### src/design/rice_core_defines.svh
`ifndef RICE_CORE_DEFINES_SVH
`define RICE_CORE_DEFINES_SVH

// data path sizes
`define RICE_CORE_XLEN        32
`define RICE_CORE_IMEM_DEPTH  64

// apb byte offsets
`define RICE_CORE_ADDR_CTRL       12'h000
`define RICE_CORE_ADDR_RUN_COUNT  12'h004
`define RICE_CORE_ADDR_STATUS     12'h008
`define RICE_CORE_ADDR_IMEM_BASE  12'h100
`define RICE_CORE_ADDR_REG_BASE   12'h200

`endif

### src/design/rice_core_pkg.sv
`include "rice_core_defines.svh"

package rice_core_pkg;
  typedef logic [4:0]                 rice_core_rs;
  typedef logic [4:0]                 rice_core_rd;
  typedef logic [`RICE_CORE_XLEN-1:0] rice_core_value;

  typedef enum logic [6:0] {
    RICE_CORE_OPCODE_LOAD   = 7'b0000011,
    RICE_CORE_OPCODE_OP_IMM = 7'b0010011,
    RICE_CORE_OPCODE_AUIPC  = 7'b0010111,
    RICE_CORE_OPCODE_STORE  = 7'b0100011,
    RICE_CORE_OPCODE_OP     = 7'b0110011,
    RICE_CORE_OPCODE_LUI    = 7'b0110111,
    RICE_CORE_OPCODE_BRANCH = 7'b1100011,
    RICE_CORE_OPCODE_JALR   = 7'b1100111,
    RICE_CORE_OPCODE_JAL    = 7'b1101111
  } rice_core_opcode;

  typedef enum logic [2:0] {
    RICE_CORE_INST_TYPE_R,
    RICE_CORE_INST_TYPE_I,
    RICE_CORE_INST_TYPE_S,
    RICE_CORE_INST_TYPE_B,
    RICE_CORE_INST_TYPE_U,
    RICE_CORE_INST_TYPE_J
  } rice_core_inst_type;

// --------------------------------------------------
// instruction formats
// --------------------------------------------------
  typedef struct packed {
    logic [6:0]       funct7;
    rice_core_rs      rs2;
    rice_core_rs      rs1;
    logic [2:0]       funct3;
    rice_core_rd      rd;
    rice_core_opcode  opcode;
  } rice_core_inst_r_type;

  typedef struct packed {
    logic             imm_11;
    logic [10:0]      imm_10_0;
    rice_core_rs      rs1;
    logic [2:0]       funct3;
    rice_core_rd      rd;
    rice_core_opcode  opcode;
  } rice_core_inst_i_type;

  typedef struct packed {
    logic             imm_11;
    logic [5:0]       imm_10_5;
    rice_core_rs      rs2;
    rice_core_rs      rs1;
    logic [2:0]       funct3;
    logic [4:0]       imm_4_0;
    rice_core_opcode  opcode;
  } rice_core_inst_s_type;

  typedef struct packed {
    logic             imm_12;
    logic [5:0]       imm_10_5;
    rice_core_rs      rs2;
    rice_core_rs      rs1;
    logic [2:0]       funct3;
    logic [3:0]       imm_4_1;
    logic             imm_11;
    rice_core_opcode  opcode;
  } rice_core_inst_b_type;

  typedef struct packed {
    logic             imm_31;
    logic [18:0]      imm_30_12;
    rice_core_rd      rd;
    rice_core_opcode  opcode;
  } rice_core_inst_u_type;

  typedef struct packed {
    logic             imm_20;
    logic [9:0]       imm_10_1;
    logic             imm_11;
    logic [7:0]       imm_19_12;
    rice_core_rd      rd;
    rice_core_opcode  opcode;
  } rice_core_inst_j_type;

  // six views of one word
  typedef union packed {
    rice_core_inst_r_type r_type;
    rice_core_inst_i_type i_type;
    rice_core_inst_s_type s_type;
    rice_core_inst_b_type b_type;
    rice_core_inst_u_type u_type;
    rice_core_inst_j_type j_type;
  } rice_core_inst;

  function automatic rice_core_inst_type get_inst_type(rice_core_opcode opcode);
    case (opcode)
      RICE_CORE_OPCODE_OP_IMM,
      RICE_CORE_OPCODE_JALR,
      RICE_CORE_OPCODE_LOAD:    return RICE_CORE_INST_TYPE_I;
      RICE_CORE_OPCODE_STORE:   return RICE_CORE_INST_TYPE_S;
      RICE_CORE_OPCODE_BRANCH:  return RICE_CORE_INST_TYPE_B;
      RICE_CORE_OPCODE_LUI,
      RICE_CORE_OPCODE_AUIPC:   return RICE_CORE_INST_TYPE_U;
      RICE_CORE_OPCODE_JAL:     return RICE_CORE_INST_TYPE_J;
      default:                  return RICE_CORE_INST_TYPE_R;
    endcase
  endfunction

// --------------------------------------------------
// alu control and stage results
// --------------------------------------------------
  typedef enum logic [1:0] {
    RICE_CORE_ALU_NONE,
    RICE_CORE_ALU_ADD,
    RICE_CORE_ALU_SUB
  } rice_core_alu_command;

  typedef enum logic [1:0] {
    RICE_CORE_ALU_SOURCE_RS,
    RICE_CORE_ALU_SOURCE_IMM,
    RICE_CORE_ALU_SOURCE_IMM_0
  } rice_core_alu_source;

  typedef struct packed {
    rice_core_alu_command command;
    rice_core_alu_source  source_1;
    rice_core_alu_source  source_2;
  } rice_core_alu_operation;

  typedef struct packed {
    logic           valid;
    rice_core_value pc;
    rice_core_inst  inst;
  } rice_core_if_result;

  typedef struct packed {
    logic                   valid;
    rice_core_value         pc;
    rice_core_rs            rs1;
    rice_core_rs            rs2;
    rice_core_rd            rd;
    rice_core_value         rs1_value;
    rice_core_value         rs2_value;
    rice_core_value         imm_value;
    rice_core_alu_operation alu_operation;
  } rice_core_id_result;

  typedef struct packed {
    logic           valid;
    rice_core_rd    rd;
    rice_core_value value;
  } rice_core_ex_result;
endpackage

### src/design/rice_core_pipeline_if.sv
`timescale 1ns/10ps

interface rice_core_pipeline_if
  import rice_core_pkg::*;
();
  rice_core_if_result     if_result;
  rice_core_id_result     id_result;
  rice_core_ex_result     ex_result;
  rice_core_value [31:0]  register_file;
  logic                   flush;

  modport if_stage (
    input   flush,
    output  if_result
  );

  modport id_stage (
    input   flush,
    input   if_result,
    input   ex_result,
    input   register_file,
    output  id_result
  );

  modport ex_stage (
    input   id_result,
    output  ex_result,
    output  register_file
  );

  // drain detection reads only the valid bits
  modport ctrl (
    input   if_result,
    input   id_result,
    input   ex_result,
    output  flush
  );

  modport host (
    input   register_file
  );
endinterface

### src/design/rice_core_id_stage.sv
`timescale 1ns/10ps
`include "rice_core_defines.svh"

module rice_core_id_stage
  import rice_core_pkg::*;
#(
  parameter int XLEN = `RICE_CORE_XLEN
)(
  input var logic                 i_clk,
  input var logic                 i_rst_n,
  input var logic                 i_enable,
  rice_core_pipeline_if.id_stage  pipeline_if
);
  rice_core_if_result if_result;
  rice_core_id_result id_result;
  rice_core_rs        rs1;
  rice_core_rs        rs2;

  function automatic rice_core_rs decode_rs1(rice_core_inst inst);
    case (get_inst_type(inst.r_type.opcode))
      RICE_CORE_INST_TYPE_U,
      RICE_CORE_INST_TYPE_J:  return '0;
      default:                return inst.r_type.rs1;
    endcase
  endfunction

  function automatic rice_core_rs decode_rs2(rice_core_inst inst);
    case (get_inst_type(inst.r_type.opcode))
      RICE_CORE_INST_TYPE_I,
      RICE_CORE_INST_TYPE_U,
      RICE_CORE_INST_TYPE_J:  return '0;
      default:                return inst.r_type.rs2;
    endcase
  endfunction

  function automatic rice_core_rd decode_rd(rice_core_inst inst);
    case (get_inst_type(inst.r_type.opcode))
      RICE_CORE_INST_TYPE_S,
      RICE_CORE_INST_TYPE_B:  return '0;
      default:                return inst.r_type.rd;
    endcase
  endfunction

  function automatic logic [XLEN-1:0] decode_imm(rice_core_inst inst);
    case (get_inst_type(inst.r_type.opcode))
      RICE_CORE_INST_TYPE_I:
        return {{(XLEN-11){inst.i_type.imm_11}}, inst.i_type.imm_10_0};
      RICE_CORE_INST_TYPE_S:
        return {{(XLEN-11){inst.s_type.imm_11}}, inst.s_type.imm_10_5, inst.s_type.imm_4_0};
      RICE_CORE_INST_TYPE_B:
        return {{(XLEN-12){inst.b_type.imm_12}}, inst.b_type.imm_11, inst.b_type.imm_10_5,
                inst.b_type.imm_4_1, 1'b0};
      RICE_CORE_INST_TYPE_U:
        return {{(XLEN-31){inst.u_type.imm_31}}, inst.u_type.imm_30_12, 12'd0};
      RICE_CORE_INST_TYPE_J:
        return {{(XLEN-20){inst.j_type.imm_20}}, inst.j_type.imm_19_12, inst.j_type.imm_11,
                inst.j_type.imm_10_1, 1'b0};
      default:
        return '0;
    endcase
  endfunction

  function automatic rice_core_alu_operation decode_alu_operation(rice_core_inst inst);
    rice_core_alu_operation operation;
    operation = '{RICE_CORE_ALU_NONE, RICE_CORE_ALU_SOURCE_IMM_0, RICE_CORE_ALU_SOURCE_IMM_0};
    case ({inst.r_type.opcode, inst.r_type.funct3, inst.r_type.funct7}) inside
      {RICE_CORE_OPCODE_OP_IMM, 3'b000, 7'b???????}:  // addi
        operation = '{RICE_CORE_ALU_ADD, RICE_CORE_ALU_SOURCE_RS, RICE_CORE_ALU_SOURCE_IMM};
      {RICE_CORE_OPCODE_OP, 3'b000, 7'b0000000}:      // add
        operation = '{RICE_CORE_ALU_ADD, RICE_CORE_ALU_SOURCE_RS, RICE_CORE_ALU_SOURCE_RS};
      {RICE_CORE_OPCODE_OP, 3'b000, 7'b0100000}:      // sub
        operation = '{RICE_CORE_ALU_SUB, RICE_CORE_ALU_SOURCE_RS, RICE_CORE_ALU_SOURCE_RS};
      default: ;
    endcase
    return operation;
  endfunction

  // bypass the result being written back this cycle
  function automatic rice_core_value read_operand(
    rice_core_rs            rs,
    rice_core_ex_result     ex_result,
    rice_core_value [31:0]  register_file
  );
    if (ex_result.valid && (ex_result.rd != '0) && (ex_result.rd == rs)) begin
      return ex_result.value;
    end
    return register_file[rs];
  endfunction

// --------------------------------------------------
// decode register
// --------------------------------------------------
  assign if_result              = pipeline_if.if_result;
  assign pipeline_if.id_result  = id_result;
  assign rs1                    = decode_rs1(if_result.inst);
  assign rs2                    = decode_rs2(if_result.inst);

  always_ff @(posedge i_clk, negedge i_rst_n) begin
    if (!i_rst_n) begin
      id_result <= '0;
    end
    else if (pipeline_if.flush || !i_enable) begin
      id_result <= '0;
    end
    else begin
      id_result.valid <= if_result.valid;
      if (if_result.valid) begin
        id_result.pc            <= if_result.pc;
        id_result.rs1           <= rs1;
        id_result.rs2           <= rs2;
        id_result.rd            <= decode_rd(if_result.inst);
        id_result.rs1_value     <= read_operand(rs1, pipeline_if.ex_result,
                                                pipeline_if.register_file);
        id_result.rs2_value     <= read_operand(rs2, pipeline_if.ex_result,
                                                pipeline_if.register_file);
        id_result.imm_value     <= decode_imm(if_result.inst);
        id_result.alu_operation <= decode_alu_operation(if_result.inst);
      end
    end
  end
endmodule

### src/flat_wrapper.sv
// flat-port wrapper written by rule: the top's interface ports become plain ports
module rice_core_id_stage_flat import rice_core_pkg::*;
#(
  parameter int XLEN = `RICE_CORE_XLEN
)
  (i_clk, i_rst_n, i_enable, pipeline_if_flush, pipeline_if_if_result, pipeline_if_ex_result, pipeline_if_register_file, pipeline_if_id_result);
  rice_core_pipeline_if pipeline_if_i ();
  input var logic i_clk;
  input var logic i_rst_n;
  input var logic i_enable;
  input wire logic [$bits(pipeline_if_i.flush)-1:0] pipeline_if_flush;
  input wire logic [$bits(pipeline_if_i.if_result)-1:0] pipeline_if_if_result;
  input wire logic [$bits(pipeline_if_i.ex_result)-1:0] pipeline_if_ex_result;
  input wire logic [$bits(pipeline_if_i.register_file)-1:0] pipeline_if_register_file;
  output wire logic [$bits(pipeline_if_i.id_result)-1:0] pipeline_if_id_result;
  assign pipeline_if_i.flush = pipeline_if_flush;
  assign pipeline_if_i.if_result = pipeline_if_if_result;
  assign pipeline_if_i.ex_result = pipeline_if_ex_result;
  assign pipeline_if_i.register_file = pipeline_if_register_file;
  assign pipeline_if_id_result = pipeline_if_i.id_result;
  rice_core_id_stage #(.XLEN(XLEN)) u_core (.i_clk(i_clk), .i_rst_n(i_rst_n), .i_enable(i_enable), .pipeline_if(pipeline_if_i));
endmodule
### config.mk
export PLATFORM = sky130hd
export DESIGN_NAME = rice_core_id_stage_flat
export DESIGN_NICKNAME = d
export VERILOG_FILES = /design/src/design/rice_core_pkg.sv /design/src/design/rice_core_pipeline_if.sv /design/src/design/rice_core_id_stage.sv /design/src/flat_wrapper.sv
export VERILOG_INCLUDE_DIRS = /design/src /design/src/design
export SDC_FILE = /design/constraint.sdc
export NUM_CORES = 2
export LEC_CHECK = 0
export BUFFER_PORTS_ARGS = -buffer_cell sky130_fd_sc_hd__buf_2
export CORE_AREA = 2 2 493 495
export CTS_BUF_LIST = sky130_fd_sc_hd__clkbuf_4 sky130_fd_sc_hd__clkbuf_8
export DETAILED_ROUTE_END_ITERATION = 6
export DIE_AREA = 0 0 495 497
export HOLD_SLACK_MARGIN = 0.15
export PLACE_DENSITY = 0.3
export SETUP_SLACK_MARGIN = 0.05
export SLEW_MARGIN = 10
export SYNTH_ARGS = -nofsm -noshare
export SYNTH_HDL_FRONTEND = slang
export SYNTH_SLANG_ARGS = --single-unit
export TNS_END_PERCENT = 10
### constraint.sdc
create_clock -name i_clk -period 1.9 [get_ports i_clk]
set_clock_uncertainty 0.15 [all_clocks]
set_input_delay 0.095 -clock i_clk [delete_from_list [all_inputs] [get_ports i_clk]]
set_output_delay 0.095 -clock i_clk [all_outputs]
set_load 0.02 [all_outputs]
==> flow_summary.toml <==
[power]
static-leakage-power_nw = 22.3
ir_drop_uv = 576
switchingPower_w = 0.00810
p_int_w = 0.0100
pwr-share-clk_pct = 17.2
power_density_nw_per_um2 = 358
combPwrFrac_pct = 64.3
p_sw_share_pct = 44.6
seq_power_share_pct = 18.4

[setup_path]
crit_chain = "buf_8, or4_4, a31oi_4, buf_12, buf_12, buf_4, buf_4, nor2_1, o211ai_1, buf_4, nand4_1, o21ai_1"
cp.required_ns = 2.34
cp-end-kind = "register"
critPathKind = "in2reg"
worstSetupStartpointType = "primary input"
r2r_setup_slack_ns = 0.36
cp_max_fo = 5
max_stage_delay_ns = 0.66
crit_slowest_cell = "o211ai_1"
cpMostUsedCell = "buf_4"
cp.arrival_ns = 2.92

[timing]
setup_viol = 76
drv_slew = 0
final.setup.tns_ns = -13.81
relSlewSlack_pct = 38.7
fmax_mhz = 404
rsz0062_at_grt = "yes"
min_period_ns = 2.48
hold_viol = 0
finalCritPeriodShare_pct = 130
worst_pin_slew_ns = 0.916
postLayoutSetupSlackWorst_ns = -0.575

[placement]
gp_congestion = 0.911
dpl.hpwl_mm = 249
port_buffers = 1279

[finish]
largest_register_ffs = 148
utilization_pct = 21.1
layout.nets = 6552
final_cell_mix = "1267 x buf_2, 831 x dlygate4sd3_1, 521 x buf_4"
final_common_cell = "buf_2"
n_fill_cell = 26900
top_regs = "u_core.pipeline_if.id_result (148)"
drive_above_1_share_pct = 44.3
area_growth_pct = 106
regMostFlops = "u_core.pipeline_if.id_result"

[clock_network]
cts_buffer_depth = 2
clk-insertion-delay-late_ns = 0.61
clock-sinks = 148
cts_tree = "built"
htreeDepth = 4
numCtsBuffers = 17
root_buffer = "clkbuf_8"
path_clk_slew_ns = 0.14

[global_route]
grt_pass1_vias = 41300
antenna_found_initial = 205
grt_pass1_wl_mm = 387
grt_overflow = 0
grt.total_usage_pct = 23.3
grt_max_degree = 43

[yosys]
yosys_warnings = 0
ys.flop_type = "dfrtp_1"
synth-edff-count = 0
yosysSeqAreaShare_pct = 15.0
yosys_register_bits = 148
syn_avg_cell_area_sq_um = 8.27
synthCells = 2981
synth_area_sq_um = 24600
ys_async_sr_fraction_pct = 100
synth.distinct_cells = 65
syn_nets = 4112

[drt]
routed_wl_mm = 299
route.detailed.drc = 0
initialDrtViolationCount = 3246
vias_per_cell = 4.59
first_pass_iters = 6
via_count = 40000
postRouteAntennaNets = 0
wl_per_cell_um = 34.3

[floorplan]
core_sq_um = 240000
start_util_pct = 10.3
boundaryPins = 1281
rows = 180
die_y_um = 497
fp.dieW_um = 495
die_area_sq_um = 246000

[run_status]
outcome = "finished, violations left"
violations = "setup timing"

[hold_path]
hold_path.class = "in2reg"

[run]
drv_cap = 0
[path summary, 6_finish.rpt]
path                                                   startpoint                                end  cells after the start
worst min-delay path               pipeline_if_register_file[837]   u_core.pipeline_if.id_result[43]                      6
worst min register to register    u_core.pipeline_if.id_result[0]    u_core.pipeline_if.id_result[0]                      2
max in group asynchronous                                 i_rst_n   u_core.pipeline_if.id_result[74]                      5
worst max-delay path                     pipeline_if_if_result[5]   u_core.pipeline_if.id_result[62]                     12
min in group asynchronous                                 i_rst_n   u_core.pipeline_if.id_result[25]                      4
worst max register to register  u_core.pipeline_if.id_result[148]  u_core.pipeline_if.id_result[148]                      2
[layout make-up]
| cell class | instances | area (sq um) | share of cell area [%] |
|---|---|---|---|
| inverter | 100 | 385 | 0.760 |
| clock buffer | 20 | 269 | 0.531 |
| tap | 3185 | 3990 | 7.86 |
| multi-input combinational | 2334 | 19500 | 38.5 |
| sequential | 148 | 3700 | 7.30 |
| timing repair buffer | 2820 | 22400 | 44.2 |
| antenna | 107 | 268 | 0.528 |
| clock inverter | 12 | 143 | 0.281 |
[power groups by stage]
stage	Combinational (W)	Clock, W	Sequential (W)
after floorplan	0.00370	0	0.00350
after global placement	0.00980	0	0.00341
after detailed placement	0.00976	0	0.00341
after CTS	0.0117	0.00334	0.00335
after global routing	0.0123	0.00340	0.00336
final	0.0117	0.00312	0.00334
[routing by layer]
metal	track usage [%]	wire (um)	vias up
met2	42.6	152000	2209
li1	-	-	17100
met5	0	501	-
met4	8.67	13000	80
met1	26.4	114000	20200
met3	4.44	18900	480
[cell usage after synthesis, types with 4 or more instances]
master,number,area [sq um]
a21oi_1,183,916
xnor2_1,4,35.0
nor2b_1,5,31.3
o32a_1,32,320
o21ai_1,32,160
buf_1,14,52.6
o21ai_0,192,961
or2_2,5,31.3
a221o_1,32,320
a221oi_1,224,1960
nor3_1,34,170
nor3b_1,35,263
and3_1,4,25.0
mux2i_1,225,2250
dfrtp_1,148,3700
a22oi_1,64,480
nand4_1,33,206
a22o_1,89,780
nand2_1,269,1010
o22ai_1,95,594
o211ai_1,132,991
nor2_1,107,402
inv_1,99,372
buf_4,10,75.1
mux4_2,160,3600
a21boi_0,4,30.0
mux2_2,128,1440
clkbuf_1,280,1050
a211oi_1,98,736
buf_2,94,470
a32oi_1,67,587
nand3_1,35,175
[per-stage QoR]
stage / hold WS, ns / total power (W) / area (sq um) / cells / setup slack [ns]
after floorplan: -0.351 / 0.00721 / 24800 / 2981 / -0.122
final: 0.163 / 0.0181 / 50700 / 8726 / -0.575
after detailed placement: -0.114 / 0.0132 / 40300 / 7699 / -1.97
after global placement: -0.111 / 0.0132 / 40300 / 7699 / -2.14
after CTS: 0.150 / 0.0183 / 50100 / 8605 / -0.715
after global routing: 0.135 / 0.0190 / 50600 / 8690 / -0.607
[cells by family after synthesis]
kind of cell | Yosys count | share of synthesized area [%]
compound gates | 1266 | 36.8
xor+xnor | 4 | 0.142
buf+inv | 499 | 8.23
flops | 148 | 15.0
mux | 513 | 29.6
other cells | 1 | 0.0152
simple gates | 550 | 10.2
[worst max-delay path, delay by kind of cell]
| family | cells | cell delay [ns] |
|---|---|---|
| buf+inv | 6 | 0.99 |
| compound gates | 3 | 1.05 |
| simple gates | 3 | 0.75 |
[what timing repair did]
action | in CTS | in global routing
endpoints found under the hold margin | 295 | 88
pin swaps | 58 | 44
setup buffers | 38 | 9
gates cloned | 7 | 0
resized for setup | 106 | 73
endpoints found under the setup margin | 62 | 135
hold buffers | 830 | 7
Power figures use the tool's default switching activity.
