[config.mk]
export PLATFORM = sky130hd
export DESIGN_NAME = rice_core_apb_regs_flat
export DESIGN_NICKNAME = d
export VERILOG_FILES = /design/src/design/rice_core_pkg.sv /design/src/design/rice_core_pipeline_if.sv /design/src/design/rice_core_apb_regs.sv /design/src/flat_wrapper.sv
export VERILOG_INCLUDE_DIRS = /design/src /design/src/design
export SDC_FILE = /design/constraint.sdc
export NUM_CORES = 1
export LEC_CHECK = 0
export BUFFER_PORTS_ARGS = -buffer_cell sky130_fd_sc_hd__buf_2
export CORE_AREA = 3 3 454 456
export CTS_CLUSTER_DIAMETER = 60
export DETAILED_ROUTE_END_ITERATION = 16
export DIE_AREA = 0 0 457 459
export SETUP_SLACK_MARGIN = 0.1
export SYNTH_ARGS = -nofsm -noshare
export SYNTH_HDL_FRONTEND = slang
export SYNTH_SLANG_ARGS = --single-unit
export TNS_END_PERCENT = 50
[constraint.sdc]
create_clock -name i_clk -period 2.1 [get_ports i_clk]
set_input_delay 0.21 -clock i_clk [delete_from_list [all_inputs] [get_ports i_clk]]
set_output_delay 0.21 -clock i_clk [all_outputs]
set_load 0.01 [all_outputs]
[src/design/rice_core_defines.svh]
`ifndef RICE_CORE_DEFINES_SVH
`define RICE_CORE_DEFINES_SVH

// data path sizes
`define RICE_CORE_XLEN        32
`define RICE_CORE_IMEM_DEPTH  64

// apb byte offsets
`define RICE_CORE_ADDR_CTRL       12'h000
`define RICE_CORE_ADDR_RUN_COUNT  12'h004
`define RICE_CORE_ADDR_STATUS     12'h008
`define RICE_CORE_ADDR_IMEM_BASE  12'h100
`define RICE_CORE_ADDR_REG_BASE   12'h200

`endif

[src/design/rice_core_pkg.sv]
`include "rice_core_defines.svh"

package rice_core_pkg;
  typedef logic [4:0]                 rice_core_rs;
  typedef logic [4:0]                 rice_core_rd;
  typedef logic [`RICE_CORE_XLEN-1:0] rice_core_value;

  typedef enum logic [6:0] {
    RICE_CORE_OPCODE_LOAD   = 7'b0000011,
    RICE_CORE_OPCODE_OP_IMM = 7'b0010011,
    RICE_CORE_OPCODE_AUIPC  = 7'b0010111,
    RICE_CORE_OPCODE_STORE  = 7'b0100011,
    RICE_CORE_OPCODE_OP     = 7'b0110011,
    RICE_CORE_OPCODE_LUI    = 7'b0110111,
    RICE_CORE_OPCODE_BRANCH = 7'b1100011,
    RICE_CORE_OPCODE_JALR   = 7'b1100111,
    RICE_CORE_OPCODE_JAL    = 7'b1101111
  } rice_core_opcode;

  typedef enum logic [2:0] {
    RICE_CORE_INST_TYPE_R,
    RICE_CORE_INST_TYPE_I,
    RICE_CORE_INST_TYPE_S,
    RICE_CORE_INST_TYPE_B,
    RICE_CORE_INST_TYPE_U,
    RICE_CORE_INST_TYPE_J
  } rice_core_inst_type;

// --------------------------------------------------
// instruction formats
// --------------------------------------------------
  typedef struct packed {
    logic [6:0]       funct7;
    rice_core_rs      rs2;
    rice_core_rs      rs1;
    logic [2:0]       funct3;
    rice_core_rd      rd;
    rice_core_opcode  opcode;
  } rice_core_inst_r_type;

  typedef struct packed {
    logic             imm_11;
    logic [10:0]      imm_10_0;
    rice_core_rs      rs1;
    logic [2:0]       funct3;
    rice_core_rd      rd;
    rice_core_opcode  opcode;
  } rice_core_inst_i_type;

  typedef struct packed {
    logic             imm_11;
    logic [5:0]       imm_10_5;
    rice_core_rs      rs2;
    rice_core_rs      rs1;
    logic [2:0]       funct3;
    logic [4:0]       imm_4_0;
    rice_core_opcode  opcode;
  } rice_core_inst_s_type;

  typedef struct packed {
    logic             imm_12;
    logic [5:0]       imm_10_5;
    rice_core_rs      rs2;
    rice_core_rs      rs1;
    logic [2:0]       funct3;
    logic [3:0]       imm_4_1;
    logic             imm_11;
    rice_core_opcode  opcode;
  } rice_core_inst_b_type;

  typedef struct packed {
    logic             imm_31;
    logic [18:0]      imm_30_12;
    rice_core_rd      rd;
    rice_core_opcode  opcode;
  } rice_core_inst_u_type;

  typedef struct packed {
    logic             imm_20;
    logic [9:0]       imm_10_1;
    logic             imm_11;
    logic [7:0]       imm_19_12;
    rice_core_rd      rd;
    rice_core_opcode  opcode;
  } rice_core_inst_j_type;

  // six views of one word
  typedef union packed {
    rice_core_inst_r_type r_type;
    rice_core_inst_i_type i_type;
    rice_core_inst_s_type s_type;
    rice_core_inst_b_type b_type;
    rice_core_inst_u_type u_type;
    rice_core_inst_j_type j_type;
  } rice_core_inst;

  function automatic rice_core_inst_type get_inst_type(rice_core_opcode opcode);
    case (opcode)
      RICE_CORE_OPCODE_OP_IMM,
      RICE_CORE_OPCODE_JALR,
      RICE_CORE_OPCODE_LOAD:    return RICE_CORE_INST_TYPE_I;
      RICE_CORE_OPCODE_STORE:   return RICE_CORE_INST_TYPE_S;
      RICE_CORE_OPCODE_BRANCH:  return RICE_CORE_INST_TYPE_B;
      RICE_CORE_OPCODE_LUI,
      RICE_CORE_OPCODE_AUIPC:   return RICE_CORE_INST_TYPE_U;
      RICE_CORE_OPCODE_JAL:     return RICE_CORE_INST_TYPE_J;
      default:                  return RICE_CORE_INST_TYPE_R;
    endcase
  endfunction

// --------------------------------------------------
// alu control and stage results
// --------------------------------------------------
  typedef enum logic [1:0] {
    RICE_CORE_ALU_NONE,
    RICE_CORE_ALU_ADD,
    RICE_CORE_ALU_SUB
  } rice_core_alu_command;

  typedef enum logic [1:0] {
    RICE_CORE_ALU_SOURCE_RS,
    RICE_CORE_ALU_SOURCE_IMM,
    RICE_CORE_ALU_SOURCE_IMM_0
  } rice_core_alu_source;

  typedef struct packed {
    rice_core_alu_command command;
    rice_core_alu_source  source_1;
    rice_core_alu_source  source_2;
  } rice_core_alu_operation;

  typedef struct packed {
    logic           valid;
    rice_core_value pc;
    rice_core_inst  inst;
  } rice_core_if_result;

  typedef struct packed {
    logic                   valid;
    rice_core_value         pc;
    rice_core_rs            rs1;
    rice_core_rs            rs2;
    rice_core_rd            rd;
    rice_core_value         rs1_value;
    rice_core_value         rs2_value;
    rice_core_value         imm_value;
    rice_core_alu_operation alu_operation;
  } rice_core_id_result;

  typedef struct packed {
    logic           valid;
    rice_core_rd    rd;
    rice_core_value value;
  } rice_core_ex_result;
endpackage

[src/design/rice_core_pipeline_if.sv]
`timescale 1ns/10ps

interface rice_core_pipeline_if
  import rice_core_pkg::*;
();
  rice_core_if_result     if_result;
  rice_core_id_result     id_result;
  rice_core_ex_result     ex_result;
  rice_core_value [31:0]  register_file;
  logic                   flush;

  modport if_stage (
    input   flush,
    output  if_result
  );

  modport id_stage (
    input   flush,
    input   if_result,
    input   ex_result,
    input   register_file,
    output  id_result
  );

  modport ex_stage (
    input   id_result,
    output  ex_result,
    output  register_file
  );

  // drain detection reads only the valid bits
  modport ctrl (
    input   if_result,
    input   id_result,
    input   ex_result,
    output  flush
  );

  modport host (
    input   register_file
  );
endinterface

[src/design/rice_core_apb_regs.sv]
`timescale 1ns/10ps
`include "rice_core_defines.svh"

module rice_core_apb_regs (
  input var logic                                     i_clk,
  input var logic                                     i_rst_n,
  input var logic                                     psel,
  input var logic                                     penable,
  input var logic                                     pwrite,
  input var logic [11:0]                              paddr,
  input var logic [31:0]                              pwdata,
  input var logic                                     busy,
  input var logic                                     done,
  output logic [31:0]                                 prdata,
  output logic                                        pready,
  output logic                                        pslverr,
  output logic                                        start,
  output logic [31:0]                                 run_count,
  output logic                                        imem_we,
  output logic [$clog2(`RICE_CORE_IMEM_DEPTH)-1:0]    imem_addr,
  output logic [31:0]                                 imem_data,
  rice_core_pipeline_if.host                          pipeline_if
);
  localparam int          IMEM_AW   = $clog2(`RICE_CORE_IMEM_DEPTH);
  localparam logic [11:0] IMEM_SPAN = 12'(4 * `RICE_CORE_IMEM_DEPTH);
  localparam logic [11:0] REG_SPAN  = 12'(4 * 32);

  logic         access;
  logic         write;
  logic         aligned;
  logic [11:0]  imem_offset;
  logic [11:0]  reg_offset;
  logic         hit_ctrl;
  logic         hit_count;
  logic         hit_status;
  logic         hit_imem;
  logic         hit_reg;

  assign access       = psel && penable;
  assign write        = access && pwrite;
  assign aligned      = paddr[1:0] == 2'b00;
  assign imem_offset  = paddr - `RICE_CORE_ADDR_IMEM_BASE;
  assign reg_offset   = paddr - `RICE_CORE_ADDR_REG_BASE;

// --------------------------------------------------
// address decode
// --------------------------------------------------
  assign hit_ctrl   = paddr == `RICE_CORE_ADDR_CTRL;
  assign hit_count  = paddr == `RICE_CORE_ADDR_RUN_COUNT;
  assign hit_status = paddr == `RICE_CORE_ADDR_STATUS;
  assign hit_imem   = aligned && (paddr >= `RICE_CORE_ADDR_IMEM_BASE) && (imem_offset < IMEM_SPAN);
  assign hit_reg    = aligned && (paddr >= `RICE_CORE_ADDR_REG_BASE) && (reg_offset < REG_SPAN);

  assign pready   = 1'b1;
  assign pslverr  = access && !(hit_ctrl || hit_count || hit_status || hit_imem || hit_reg);

  // program cannot change under a running core
  assign start      = write && hit_ctrl && pwdata[0] && !busy;
  assign imem_we    = write && hit_imem && !busy;
  assign imem_addr  = imem_offset[IMEM_AW+1:2];
  assign imem_data  = pwdata;

  always_ff @(posedge i_clk, negedge i_rst_n) begin
    if (!i_rst_n) begin
      run_count <= '0;
    end
    else if (write && hit_count) begin
      run_count <= pwdata;
    end
  end

  always_comb begin
    prdata = '0;
    if (access && !pwrite) begin
      if (hit_status) begin
        prdata = {30'd0, done, busy};
      end
      else if (hit_count) begin
        prdata = run_count;
      end
      else if (hit_reg) begin
        prdata = pipeline_if.register_file[reg_offset[6:2]];
      end
    end
  end
endmodule

[src/flat_wrapper.sv]
// flat-port wrapper written by rule: the top's interface ports become plain ports
module rice_core_apb_regs_flat 
  (i_clk, i_rst_n, psel, penable, pwrite, paddr, pwdata, busy, done, prdata, pready, pslverr, start, run_count, imem_we, imem_addr, imem_data, pipeline_if_register_file);
  rice_core_pipeline_if pipeline_if_i ();
  input var logic i_clk;
  input var logic i_rst_n;
  input var logic psel;
  input var logic penable;
  input var logic pwrite;
  input var logic [11:0] paddr;
  input var logic [31:0] pwdata;
  input var logic busy;
  input var logic done;
  output logic [31:0] prdata;
  output logic pready;
  output logic pslverr;
  output logic start;
  output logic [31:0] run_count;
  output logic imem_we;
  output logic [$clog2(`RICE_CORE_IMEM_DEPTH)-1:0] imem_addr;
  output logic [31:0] imem_data;
  input wire logic [$bits(pipeline_if_i.register_file)-1:0] pipeline_if_register_file;
  assign pipeline_if_i.register_file = pipeline_if_register_file;
  rice_core_apb_regs u_core (.i_clk(i_clk), .i_rst_n(i_rst_n), .psel(psel), .penable(penable), .pwrite(pwrite), .paddr(paddr), .pwdata(pwdata), .busy(busy), .done(done), .prdata(prdata), .pready(pready), .pslverr(pslverr), .start(start), .run_count(run_count), .imem_we(imem_we), .imem_addr(imem_addr), .imem_data(imem_data), .pipeline_if(pipeline_if_i));
endmodule
==> results of run 1 <==
[layout make-up]
class / instances / share of cell area, %
clock inverters: 2 / 0.153
inverters: 2 / 0.0328
well taps: 2672 / 14.6
repair buffers: 1477 / 40.9
flip-flops and latches: 32 / 3.50
clock buffers: 6 / 0.563
diodes: 97 / 1.06
multi-input cells: 596 / 39.2
[logic make-up (layout without fill, tap and decap cells)]
family          after synthesis  count (layout)  share of synthesized area, %
flops                        32              32                          7.97
xor+xnor                      2               2                         0.174
simple gates                 78              78                          4.56
compound gates              163             163                          11.6
mux                         350             350                          67.3
buf+inv                     144            1487                          8.10
other cells                   1              98                        0.0373
fa+ha+maj                     2               2                         0.249
[layout by cell type, fill, tap and decap left out, types with 3 or more instances in the layout]
| cell type | count |
|---|---|
| buf_2 | 1155 |
| mux4_2 | 257 |
| buf_4 | 204 |
| diode_2 | 97 |
| buf_12 | 50 |
| mux2i_1 | 49 |
| a211oi_1 | 41 |
| buf_6 | 41 |
| nor2b_1 | 32 |
| dfrtp_1 | 32 |
| a221o_1 | 29 |
| o22ai_1 | 17 |
| a21oi_1 | 15 |
| mux2_1 | 15 |
| a21oi_2 | 14 |
| a211oi_2 | 14 |
| o22ai_2 | 13 |
| buf_16 | 12 |
| mux2_2 | 11 |
| buf_8 | 11 |
| nor2_1 | 9 |
| nand2_1 | 8 |
| mux2_4 | 8 |
| clkbuf_16 | 8 |
| mux2i_4 | 7 |
| a21oi_4 | 6 |
| nand3_1 | 5 |
| a211oi_4 | 4 |
| mux2i_2 | 3 |
| o2111ai_1 | 3 |
| o21ai_0 | 3 |
| nor4_2 | 3 |
| nor2_4 | 3 |
[layer usage]
| metal | up-vias | share of wire, % | global-route usage (%) |
|---|---|---|---|
| li1 | 6217 | - | - |
| met4 | 188 | 4.7 | 5.94 |
| met3 | 560 | 12 | 8.38 |
| met2 | 1408 | 48 | 28.4 |
| met1 | 7644 | 35 | 17.0 |
| met5 | - | 0.69 | 0 |
[worst min path at each step]
stage / startpoint / to / slack, ps / cells past startpoint
after global placement: i_rst_n / u_core.run_count[9]$_DFFE_PN0P_ / 360 / 2
after floorplan: i_rst_n / u_core.run_count[0]$_DFFE_PN0P_ / -90 / 0
after detailed placement: i_rst_n / u_core.run_count[9]$_DFFE_PN0P_ / 370 / 2
after CTS: pwdata[4] / u_core.run_count[4]$_DFFE_PN0P_ / 80 / 2
final: pwdata[4] / u_core.run_count[4]$_DFFE_PN0P_ / 120 / 2
after global routing: pwdata[4] / u_core.run_count[4]$_DFFE_PN0P_ / 100 / 2
[timing repair]
action / CTS / global route
cloned: 3 / 3
hold buffers: 1 / 0
endpoints found under the hold margin: 6 / 0
pin swaps: 32 / 25
endpoints found under the setup margin: 60 / 62
gates resized for setup: 125 / 72
buffers inserted: 22 / 18
[where the power goes]
part / internal, mW / switching, mW / total (mW)
sequential: 0.617 / 0.000998 / 0.618
combinational: 2.39 / 2.19 / 4.58
clock: 0.562 / 0.402 / 0.963
total: 3.56 / 2.59 / 6.16
==> flow_results.org, run 1 <==
** Layout
- Post-layout nets :: 3191
- Number of fill cells in the layout :: about 23000
- Layout cell share with drive strength beyond 1 :: 86.9%
- Across the whole layout, storage elements account for 801 sq um.
- Synthesis-to-finish area growth :: 128%
- Layout Cells excl Fill :: 4884
- The finished cells cover 22900 sq um.
- In the final layout, the multi-input gates occupy 8990 sq um.
- Reg with most FFs :: u_core.run_count
- Cells fill 11.3% of the core in the end.
- Flip-flop count of the largest register after layout :: 32
- Registers with the most flip-flops :: u_core.run_count (32)

** Synth
- The commonest cells after synthesis are mux4_2, a211oi_1, mux2i_1.
- The share of synthesized area in the top cell type comes to 57.6%.
- Share of flip-flops with an asynchronous set or reset after synthesis :: 100%
- Number of flops mapped to enable cells by yosys :: 0
- Cell type with the highest aggregate area in the netlist :: mux4_2
- Register bit total from synthesis :: 32
- For this run, the number of Yosys warnings is 0.
- Post-synthesis instance area :: 10000 sq um
- Synthesis produced 772 cells.
- Most area-consuming cells after synthesis :: mux4_2, dfrtp_1, mux2i_1, a211oi_1, buf_4
- Sequential area share after synthesis :: 7.97%
- In the synthesized netlist the dominant register cell turns out to be dfrtp_1.
- Average cell area after synthesis :: 13.0 sq um
- Total nets after synthesis :: 1849
- Synth cell types :: 39
- Leading cell type by number of instances after synthesis :: mux4_2

** Timing
- For this run, the top clock speed supported by timing is ~0.37 GHz.
- The count of endpoints failing hold in the final timing report came to 0.
- For the final routed database, the setup TNS stands at -16450 ps.
- Pin slew with the least headroom to its limit :: 705 ps
- The count of final max-slew check failures came to 0.
- Measured against its own limit, the worst slew margin works out to between 50% and 60%.
- Worst-case clock skew :: 0 ps
- In the finished design, the share of the clock period the worst path needs comes to 129%.
- Setup repair after global routing missed its margin :: true
- Final critical-path setup slack :: -604 ps
- Across all hold checks on the routed design, the worst slack comes to roughly 120 ps.
- Final worst path period need :: roughly 2700 ps
- Number of setup violations in the final report :: 32

** Setup path
- The startpoint identified for the worst register-to-register timing path is u_core.run_count[14]$_DFFE_PN0P_.
- The worst setup path is captured at an output port.
- Among all stages on the critical path, the largest delay is contributed by mux4_2.
- By startpoint and endpoint, the worst setup path is classified as input pin to output port.
- The worst register-to-register path has a setup slack of roughly 1200 ps.
- Total number of cells along the worst setup path :: 10
- Worst setup path endpoint :: prdata[2]
- Walking the worst path, the cells encountered are buf_16 > buf_16 > buf_12 > mux4_2 > nor2b_1 > a211oi_1 > a211oi_1 > buf_4 > a221o_1 > buf_12.
- On the worst path, the slowest cell contributes a delay of approximately 650 ps.
- Worst reg-to-reg path cell count :: 1
- The worst register-to-register path ends at u_core.run_count[14]$_DFFE_PN0P_.
- Startpoint of the most critical setup path :: paddr[2]
- Highest fanout seen on the critical path :: 13
- At the worst endpoint, the arrival time is around 2500 ps.
- Startpoint types :: input pin
- Counting both buffers and inverters, the worst setup path holds a total of 5.
- On the critical path the largest part of the delay comes from buffers and inverters.
- Data required time at the worst endpoint :: 1890 ps

** Global routing
- Largest net degree at the start of global routing :: a little over 40
- Number of antenna violations at the first check in global routing :: 300
- The number of global-route vias before repair came to 16000.
- Global routing used 16.5% of the available tracks across all layers.
- Global-route congestion overflow total :: 0
- The first global-routing pass estimated 212000 microns of wire.

** Floorplanning
- Num rows :: 165
- From bottom edge to top edge, the die measures around 460 microns.
- Initial cell density of the core :: 4.97%
- Die area :: 210000 sq um
- In this run the horizontal extent of the chip is between 400 and 500 microns.
- Pin placement for this block handled 1181 I/O pins.
- Core area :: 202000 sq um

** Route
- Total via count after detailed routing :: 16000
- Number of design-rule violations left by the first detailed-router iteration :: roughly 1000
- For this run, design rule violations remaining after detail routing come to 0.
- Dividing the detail-routed via count by the number of cells gives 3.28.
- Antenna violation net count after detailed routing :: 0
- Summed over all layers, the routed wires come to 182000 microns.
- Routed wire per std cell :: about 37 microns
- The first detailed-routing pass ran for 5 iterations.

** Placement
- Final weighted congestion in routability-driven placement :: 1.04
- Setup slack at placement :: -1220 ps
- Once placement finished, the instance area stood at 21000 sq um.
- Final HPWL DP :: between 150000 and 200000 microns
- Port buffering added around 1200 buffers.
- # placed instances :: 4733

** Clock network
- CTS tree :: built
- Register clock-pin slew on the reported worst setup and hold paths :: around 70 ps
- The later pin in the worst-skew pair is clocked with a latency of between 300 and 400 ps.
- Number of buffers on the longest clock path :: 2
- Counting every sink on the clock net gives 32.
- Number of levels in the clock H-tree :: 2
- Root buffer cell :: clkbuf_16
- TritonCTS Buffers :: 5

** Worst hold path
- The path class of the tightest hold or removal check is input pin to register.

** Power and ir drop
- Leakage :: 9.86 nW
- Power comes to 6.16 mW.
- Maximum vdd ir drop :: 0.275 mV
- Cell Pwr Density :: 269 nW/um^2

** Outcome
- Violations in the final reports :: negative setup slack
- Status :: finished, violations left

** Run
- Max-cap violation count :: 0
(Power assumes the default switching activity.)
==> run 2: changes to the inputs <==
CORE_AREA = 10 10 448 450   (was 3 3 454 456)
DIE_AREA = 0 0 458 460   (was 0 0 457 459)
PLACE_DENSITY_LB_ADDON = 0.2   (was default)
==> flow_results.org, run 2 (synthesis gave the netlist of run 1 again) <==
** Layout
- Most common library cell in the layout ignoring fill and taps :: buf_2
- From synthesis to final layout, the design area changed by 124%.
- Most frequent cells in the layout :: buf_2, mux4_2, buf_4
- Registers with the most flip-flops :: u_core.run_count (32)
- Flip-flop count of the largest register after layout :: 32
- Cells with a size suffix above 1 make up 88.0% of the layout.
- After the flow finishes, the layout carries non-filler instances totaling 4672.
- Reg with most FFs :: u_core.run_count
- Post-layout nets :: 3147

** Route
- Routed vias/inst :: ~3.2
- Final Routed Wirelength :: 167000 microns
- For this block, the initial DRC count from the detailed router was 1208.
- After detailed routing, the average wire length per cell comes to 35.6 microns.
- Antenna violation net count after detailed routing :: 0
- The final route contains 15100 vias.
- For this run, design rule violations remaining after detail routing come to 0.
- DRT Pass-1 Iters :: 4

** Timing
- Once routing completed, OpenROAD measured the worst setup slack at -627 ps.
- The count of final max-slew check failures was 0.
- Highest clock frequency the design can meet :: 0.367 GHz
- The clock arrives with 0 ps of skew.
- The routed design could run at a clock period as short as 2730 ps.
- The count of endpoints failing hold in the final timing report was 0.
- Setup violations remaining at the end of the flow were counted as 32.
- Headroom to the max-slew limit came out at 50.9%.
- Setup repair after global routing could not meet its margin everywhere.
- Across all hold checks on the routed design, the worst slack comes to roughly 87 ps.
- For the pin with the worst max-slew slack, the measured transition is 736 ps.
- Share of the clock period used by the worst path :: 130%

** Placement
- Final weighted congestion in routability-driven placement :: 0.886
- The HPWL after detailed placement is 152000 microns.
- # placed instances :: ~4500
- Buffers placed on the I/O ports in this run total between 1000 and 1500.
- Setup slack at placement :: -1670 ps

** Setup path
- For the worst setup path, the data required time is 1890 ps.
- The critical path in this run is classified as input pin to output port.
- STA puts the critical path data arrival time at between 2000 and 3000 ps.
- STA classifies the critical path startpoint as an input pin.
- The worst setup path is captured at an output port.
- Highest fanout seen on the critical path :: 7
- For flop-to-flop paths, the worst setup slack is 1140 ps.

** Global routing
- Wire length of the first global-routing pass :: 199000 microns
- Global-route usage over all layers :: roughly 15%
- Via count of the first global-routing pass :: 16000
- Number of antenna violations at the first check in global routing :: a little over 200
- Global-route congestion overflow total :: 0
- Entering global routing, the biggest net connects 33 pins.

** Power and ir drop
- Cell Pwr Density :: 273 nW/um^2
- Maximum vdd ir drop :: 0.263 mV
- Leakage :: 9.68 nW

** Floorplanning
- Num rows :: around 160
- Die area :: 211000 sq um
- Height of the die :: between 400 and 500 microns
- Pin placement for this block handled 1181 I/O pins.
- Initial cell density of the core :: 5.24%
- Die W :: 458 microns
- Core area :: between 150000 and 200000 sq um

** Clock network
- The clock tree synthesis step divided the H-tree into 2 levels.
- The clock net in this run drives a total of 32 sinks.
- The clock passes through at most 2 buffers.
- In this run, CTS created clock tree buffers numbering 5.
- CTS tree :: built
- Source-to-sink clock delay at the later pin of the worst-skew pair :: roughly 330 ps
- After clock tree synthesis, the clock-pin slew on the worst setup and hold paths is 100 ps.
- Clock tree synthesis selected as its root buffer the cell clkbuf_16.

** Outcome
- Violations in the final reports :: negative setup slack
- Status :: finished, violations left

** Run
- Max-cap violations in this run came to 0.

** Worst hold path
- Type of the tightest min-delay check :: input pin to register
[run 2: cell count changes in the layout (fill, tap and decap cells not counted), moves of 8 or more]
| cell | previous run | this run |
|---|---|---|
| buf_4 | 204 | 155 |
| mux2i_1 | 49 | 37 |
| buf_12 | 50 | 42 |
| a211oi_1 | 41 | 33 |
| diode_2 | 97 | 75 |
| buf_2 | 1155 | 1167 |
| o22ai_2 | 13 | 22 |
| o22ai_1 | 17 | 6 |
[run 2: path summary, 6_finish.rpt]
path | endpoint | cells after the start | from
worst max-delay path | prdata[23] | 11 | paddr[2]
worst min-delay path | u_core.run_count[6]$_DFFE_PN0P_ | 2 | pwdata[6]
worst max register to register | u_core.run_count[11]$_DFFE_PN0P_ | 1 | u_core.run_count[11]$_DFFE_PN0P_
worst min register to register | u_core.run_count[18]$_DFFE_PN0P_ | 1 | u_core.run_count[18]$_DFFE_PN0P_
max in group asynchronous | u_core.run_count[13]$_DFFE_PN0P_ | 3 | i_rst_n
min in group asynchronous | u_core.run_count[23]$_DFFE_PN0P_ | 3 | i_rst_n
[run 2: where the power goes]
group	total, mW	internal, mW	switching, mW
Clock	0.944	0.444	0.500
Sequential	0.618	0.617	0.00102
Combinational	4.58	2.39	2.19
Total	6.15	3.46	2.69
[run 2: worst max-delay path: stages]
cell and delay [ps]:
buf_16 160, buf_12 140, clkbuf_16 150, buf_4 110, mux4_2 630, o22ai_2 200, buf_6 140, a21oi_1 70
buf_12 190, a221o_1 300, buf_2 150
[run 2: final cells by class]
| type | count | area, sq um |
|---|---|---|
| antenna | 75 | 188 |
| clock buffer | 5 | 125 |
| clock inverter | 3 | 18.8 |
| fill | 22200 | 169000 |
| inverter | 2 | 7.51 |
| multi-input combinational | 596 | 9190 |
| sequential | 32 | 801 |
| tap | 2526 | 3160 |
| timing repair buffer | 1433 | 9010 |
[run 2: stage by stage]
| step | area [sq um] | setup TNS (ps) | util [%] | total power [mW] |
|---|---|---|---|---|
| after global placement | 20300 | -38250 | 10.6 | 4.79 |
| after global routing | 22400 | -18910 | 11.7 | 6.48 |
| after CTS | 21500 | -18630 | 11.2 | 6.11 |
| after floorplan | 10100 | 0 | - | 2.17 |
| final | 22500 | -16730 | 11.7 | 6.15 |
| after detailed placement | 20300 | -37900 | 10.6 | 4.80 |
[run 2: layer usage]
layer  part of all wire [%]  track usage, %
met1                     37            16.2
met5                   0.52               0
met3                     14            9.06
met4                    2.4            3.49
met2                     46            24.3
[run 2: repair_timing]
item,in CTS,in global routing
buffers inserted,21,30
hold buffers,1,0
setup endpoints to repair,65,46
pin swaps,12,39
endpoints found under the hold margin,32,0
gates resized for setup,121,109
cloned,4,4
==> run 3: changes to the inputs <==
PLACE_DENSITY = 0.3   (was default)
PLACE_DENSITY_LB_ADDON = default   (was 0.2)
SETUP_SLACK_MARGIN = 0.2   (was 0.1)
==> flow_results.org, run 3 (synthesis gave the netlist of run 1 again) <==
** Outcome
- The flow ran to the end, but the final reports show violations.
- The final reports fail on negative setup slack.

** Power and ir drop
- Cell Pwr Density :: 278 nW/um^2
- The internal power of the cells totals 3.72 mW.
- Sw Ratio :: 42.2%
- The worst-case IR drop observed on VDD is about 0.30 mV.
- Leakage :: a little under 10 nW
- Combinational logic is responsible for 75.0% of the overall power.
- Sequential power share :: 9.6%
- In this run, the clock network consumes 15.4% of the power.
- Switching power summed over all nets :: 2.72 mW

** Layout
- From synthesis to final layout, the design area changed by 131%.
- The register with the most flip-flops in the layout has 32 of them.
- Post-layout nets :: 3178
- Registers with the most flip-flops :: u_core.run_count (32)
- Most common library cell in the layout ignoring fill and taps :: buf_2
- Cells fill 12.1% of the core in the end.
- Layout cell share with drive strength beyond 1 :: 89.4%
- In the layout the commonest cells are buf_2, mux4_2, buf_4.
- Counting flops per register, the top entry is u_core.run_count.

** Global routing
- Via count of the first global-routing pass :: 16500
- Entering global routing, the biggest net connects 33 pins.
- The number of antenna violations at the first check in global routing came to 191.
- Global-route usage over all layers :: 14.8%
- The first global-routing pass estimated 200000 microns of wire.
- Global-route congestion overflow total :: 0

** Clock network
- Number of levels in the clock H-tree :: 2
- In this run the deepest clock path goes through 2 buffers.
- Root buffer cell :: clkbuf_16
- Number of clock sinks :: 32
- Register clock-pin slew on the reported worst setup and hold paths :: 70 ps
- Source-to-sink clock delay at the later pin of the worst-skew pair :: around 320 ps
- CTS tree :: built
- Buffers inserted during clock tree synthesis total 5.

** Floorplanning
- For this configuration, the core starts out at a cell density of 5.24%.
- The die is 458 microns wide.
- Count of boundary I/O pins :: 1181
- Height of the die :: 460 microns
- Die area :: 211000 sq um
- Num rows :: 161
- After floorplanning, the core was sized to cover 192000 sq um.

** Route
- The routed layout has about 15000 vias.
- Antenna violation net count after detailed routing :: 0
- Final Routed Wirelength :: roughly 170000 microns
- The detailed router finished its first iteration with roughly 1000 violations.
- DRT Pass-1 Iters :: 7
- Routed vias/inst :: 3.22
- For this run, design rule violations remaining after detail routing come to 0.
- Routed wire per std cell :: 35.7 microns

** Setup path
- The kind of cell with the highest combined delay along the critical path is multiplexers.
- Startpoint types :: input pin
- The critical path is of the input pin to output port type.
- Beginning of the worst register-to-register path :: u_core.run_count[28]$_DFFE_PN0P_
- For this run, the slowest stage of the critical path takes 490 ps.
- The worst setup path is captured at an output port.
- Worst reg-to-reg path cell count :: 1
- In this run the worst path has a maximum fanout of 8.
- Setup slack on the worst flop-to-flop path :: 1130 ps
- Endpoint of the worst register-to-register path :: u_core.run_count[28]$_DFFE_PN0P_
- The slowest stage of the critical path belongs to the cell mux4_2.
- The critical path starts at paddr[2].
- CP Buf/Inv Count :: 5
- By instance count, the cell type seen most on the critical path is buf_16.
- Worst-path cell chain :: buf_16 > buf_16 > buf_6 > buf_8 > mux4_2 > mux2i_1 > a21oi_1 > a221o_1 > buf_2
- In this run the worst setup path terminates at prdata[14].
- Counting buffers and inverters, the worst setup path is 9 cells deep.
- Data required time at the worst endpoint :: 1890 ps
- Crit path DAT :: 2490 ps

** Timing
- Highest clock frequency the design can meet :: 0.370 GHz
- Final slew viol count :: 0
- At the pin with the least slew margin, the transition time is roughly 890 ps.
- Of the available clock period, the critical path in the final layout requires 129%.
- Setup repair after global routing could not meet its margin everywhere.
- Slew Limit Headroom :: about two fifths
- Final critical-path setup slack :: -602 ps
- After routing, the total negative slack on setup checks comes to -14990 ps.
- Setup violations remaining at the end of the flow were counted as 32.
- The clock arrives with 0 ps of skew.
- The smallest clock period supported by the final layout is computed as 2700 ps.
- Final hold violation count :: 0

** Placement
- At the end of routability-driven placement, the weighted congestion stood at 0.880.
- Port-buffer cells :: 1179
- Summed over all nets, the half-perimeter wirelength after detailed placement is 152000 microns.
- Before CTS, the worst setup slack after placement is -1130 ps.

** Worst hold path
- Hold Path Stages :: 2
- Type of the tightest min-delay check :: input pin to register

** Run
- Max-cap violations in this run came to 0.
==> run 3: changes by cell type in the layout (fill, tap and decap cells not counted), sizes merged <==
cell	previous run	this run
bufinv	0	1
clkinv	3	1
buf	1421	1455
diode	75	26
clkinvlp	0	1
bufbuf	4	1
==> run 3: stage by stage <==
step	instances	total power [mW]	hold slack (ps)	instance area, sq um
3_5_place_dp	4558	5.06	335	20700
2_1_floorplan	772	2.21	-85.6	10200
5_1_grt	4635	6.84	110	23100
4_1_cts	4602	6.61	90.7	22400
3_3_place_gp	4558	5.06	335	20700
6_report	4654	6.44	115	23200
==> run 3: layout make-up <==
class,instances,area [sq um]
antenna,26,65.1
clock buffer,5,125
clock inverter,3,42.5
fill,22000,168000
inverter,2,7.51
multi-input combinational,596,9420
sequential,32,801
tap,2526,3160
timing repair buffer,1464,9560
==> run 3: power by group through the flow <==
stage / Sequential, mW / Clock [mW] / Combinational [mW]
finish: 0.618 / 0.994 / 4.83
global placement: 0.630 / 0 / 4.43
detailed placement: 0.630 / 0 / 4.43
floorplan: 0.630 / 0 / 1.58
CTS: 0.618 / 1.07 / 4.92
global route: 0.618 / 1.06 / 5.16
==> run 3: routing by layer <==
layer  routed length, microns  track usage, %  share of wire [%]
met5                      741               0               0.45
met1                    58800            15.4                 35
met3                    19700            7.53                 12
met2                    84400            27.3                 51
met4                     2720            1.77                1.6
==> run 3: timing repair <==
action / in CTS / in global routing
cloned: 7 / 2
hold buffers: 1 / 0
gates resized for setup: 233 / 96
setup buffers: 28 / 24
hold endpoints to repair: 25 / 0
setup endpoints to repair: 66 / 67
pin swaps: 28 / 26
==> run 3: how the worst min path moves through the flow <==
stage,start,endpoint,slack (ps)
6_report,pwdata[2],u_core.run_count[2]$_DFFE_PN0P_,120
5_1_grt,pwdata[2],u_core.run_count[2]$_DFFE_PN0P_,110
4_1_cts,pwdata[2],u_core.run_count[2]$_DFFE_PN0P_,90
3_5_place_dp,i_rst_n,u_core.run_count[30]$_DFFE_PN0P_,330
3_3_place_gp,i_rst_n,u_core.run_count[30]$_DFFE_PN0P_,340
2_1_floorplan,i_rst_n,u_core.run_count[0]$_DFFE_PN0P_,-90
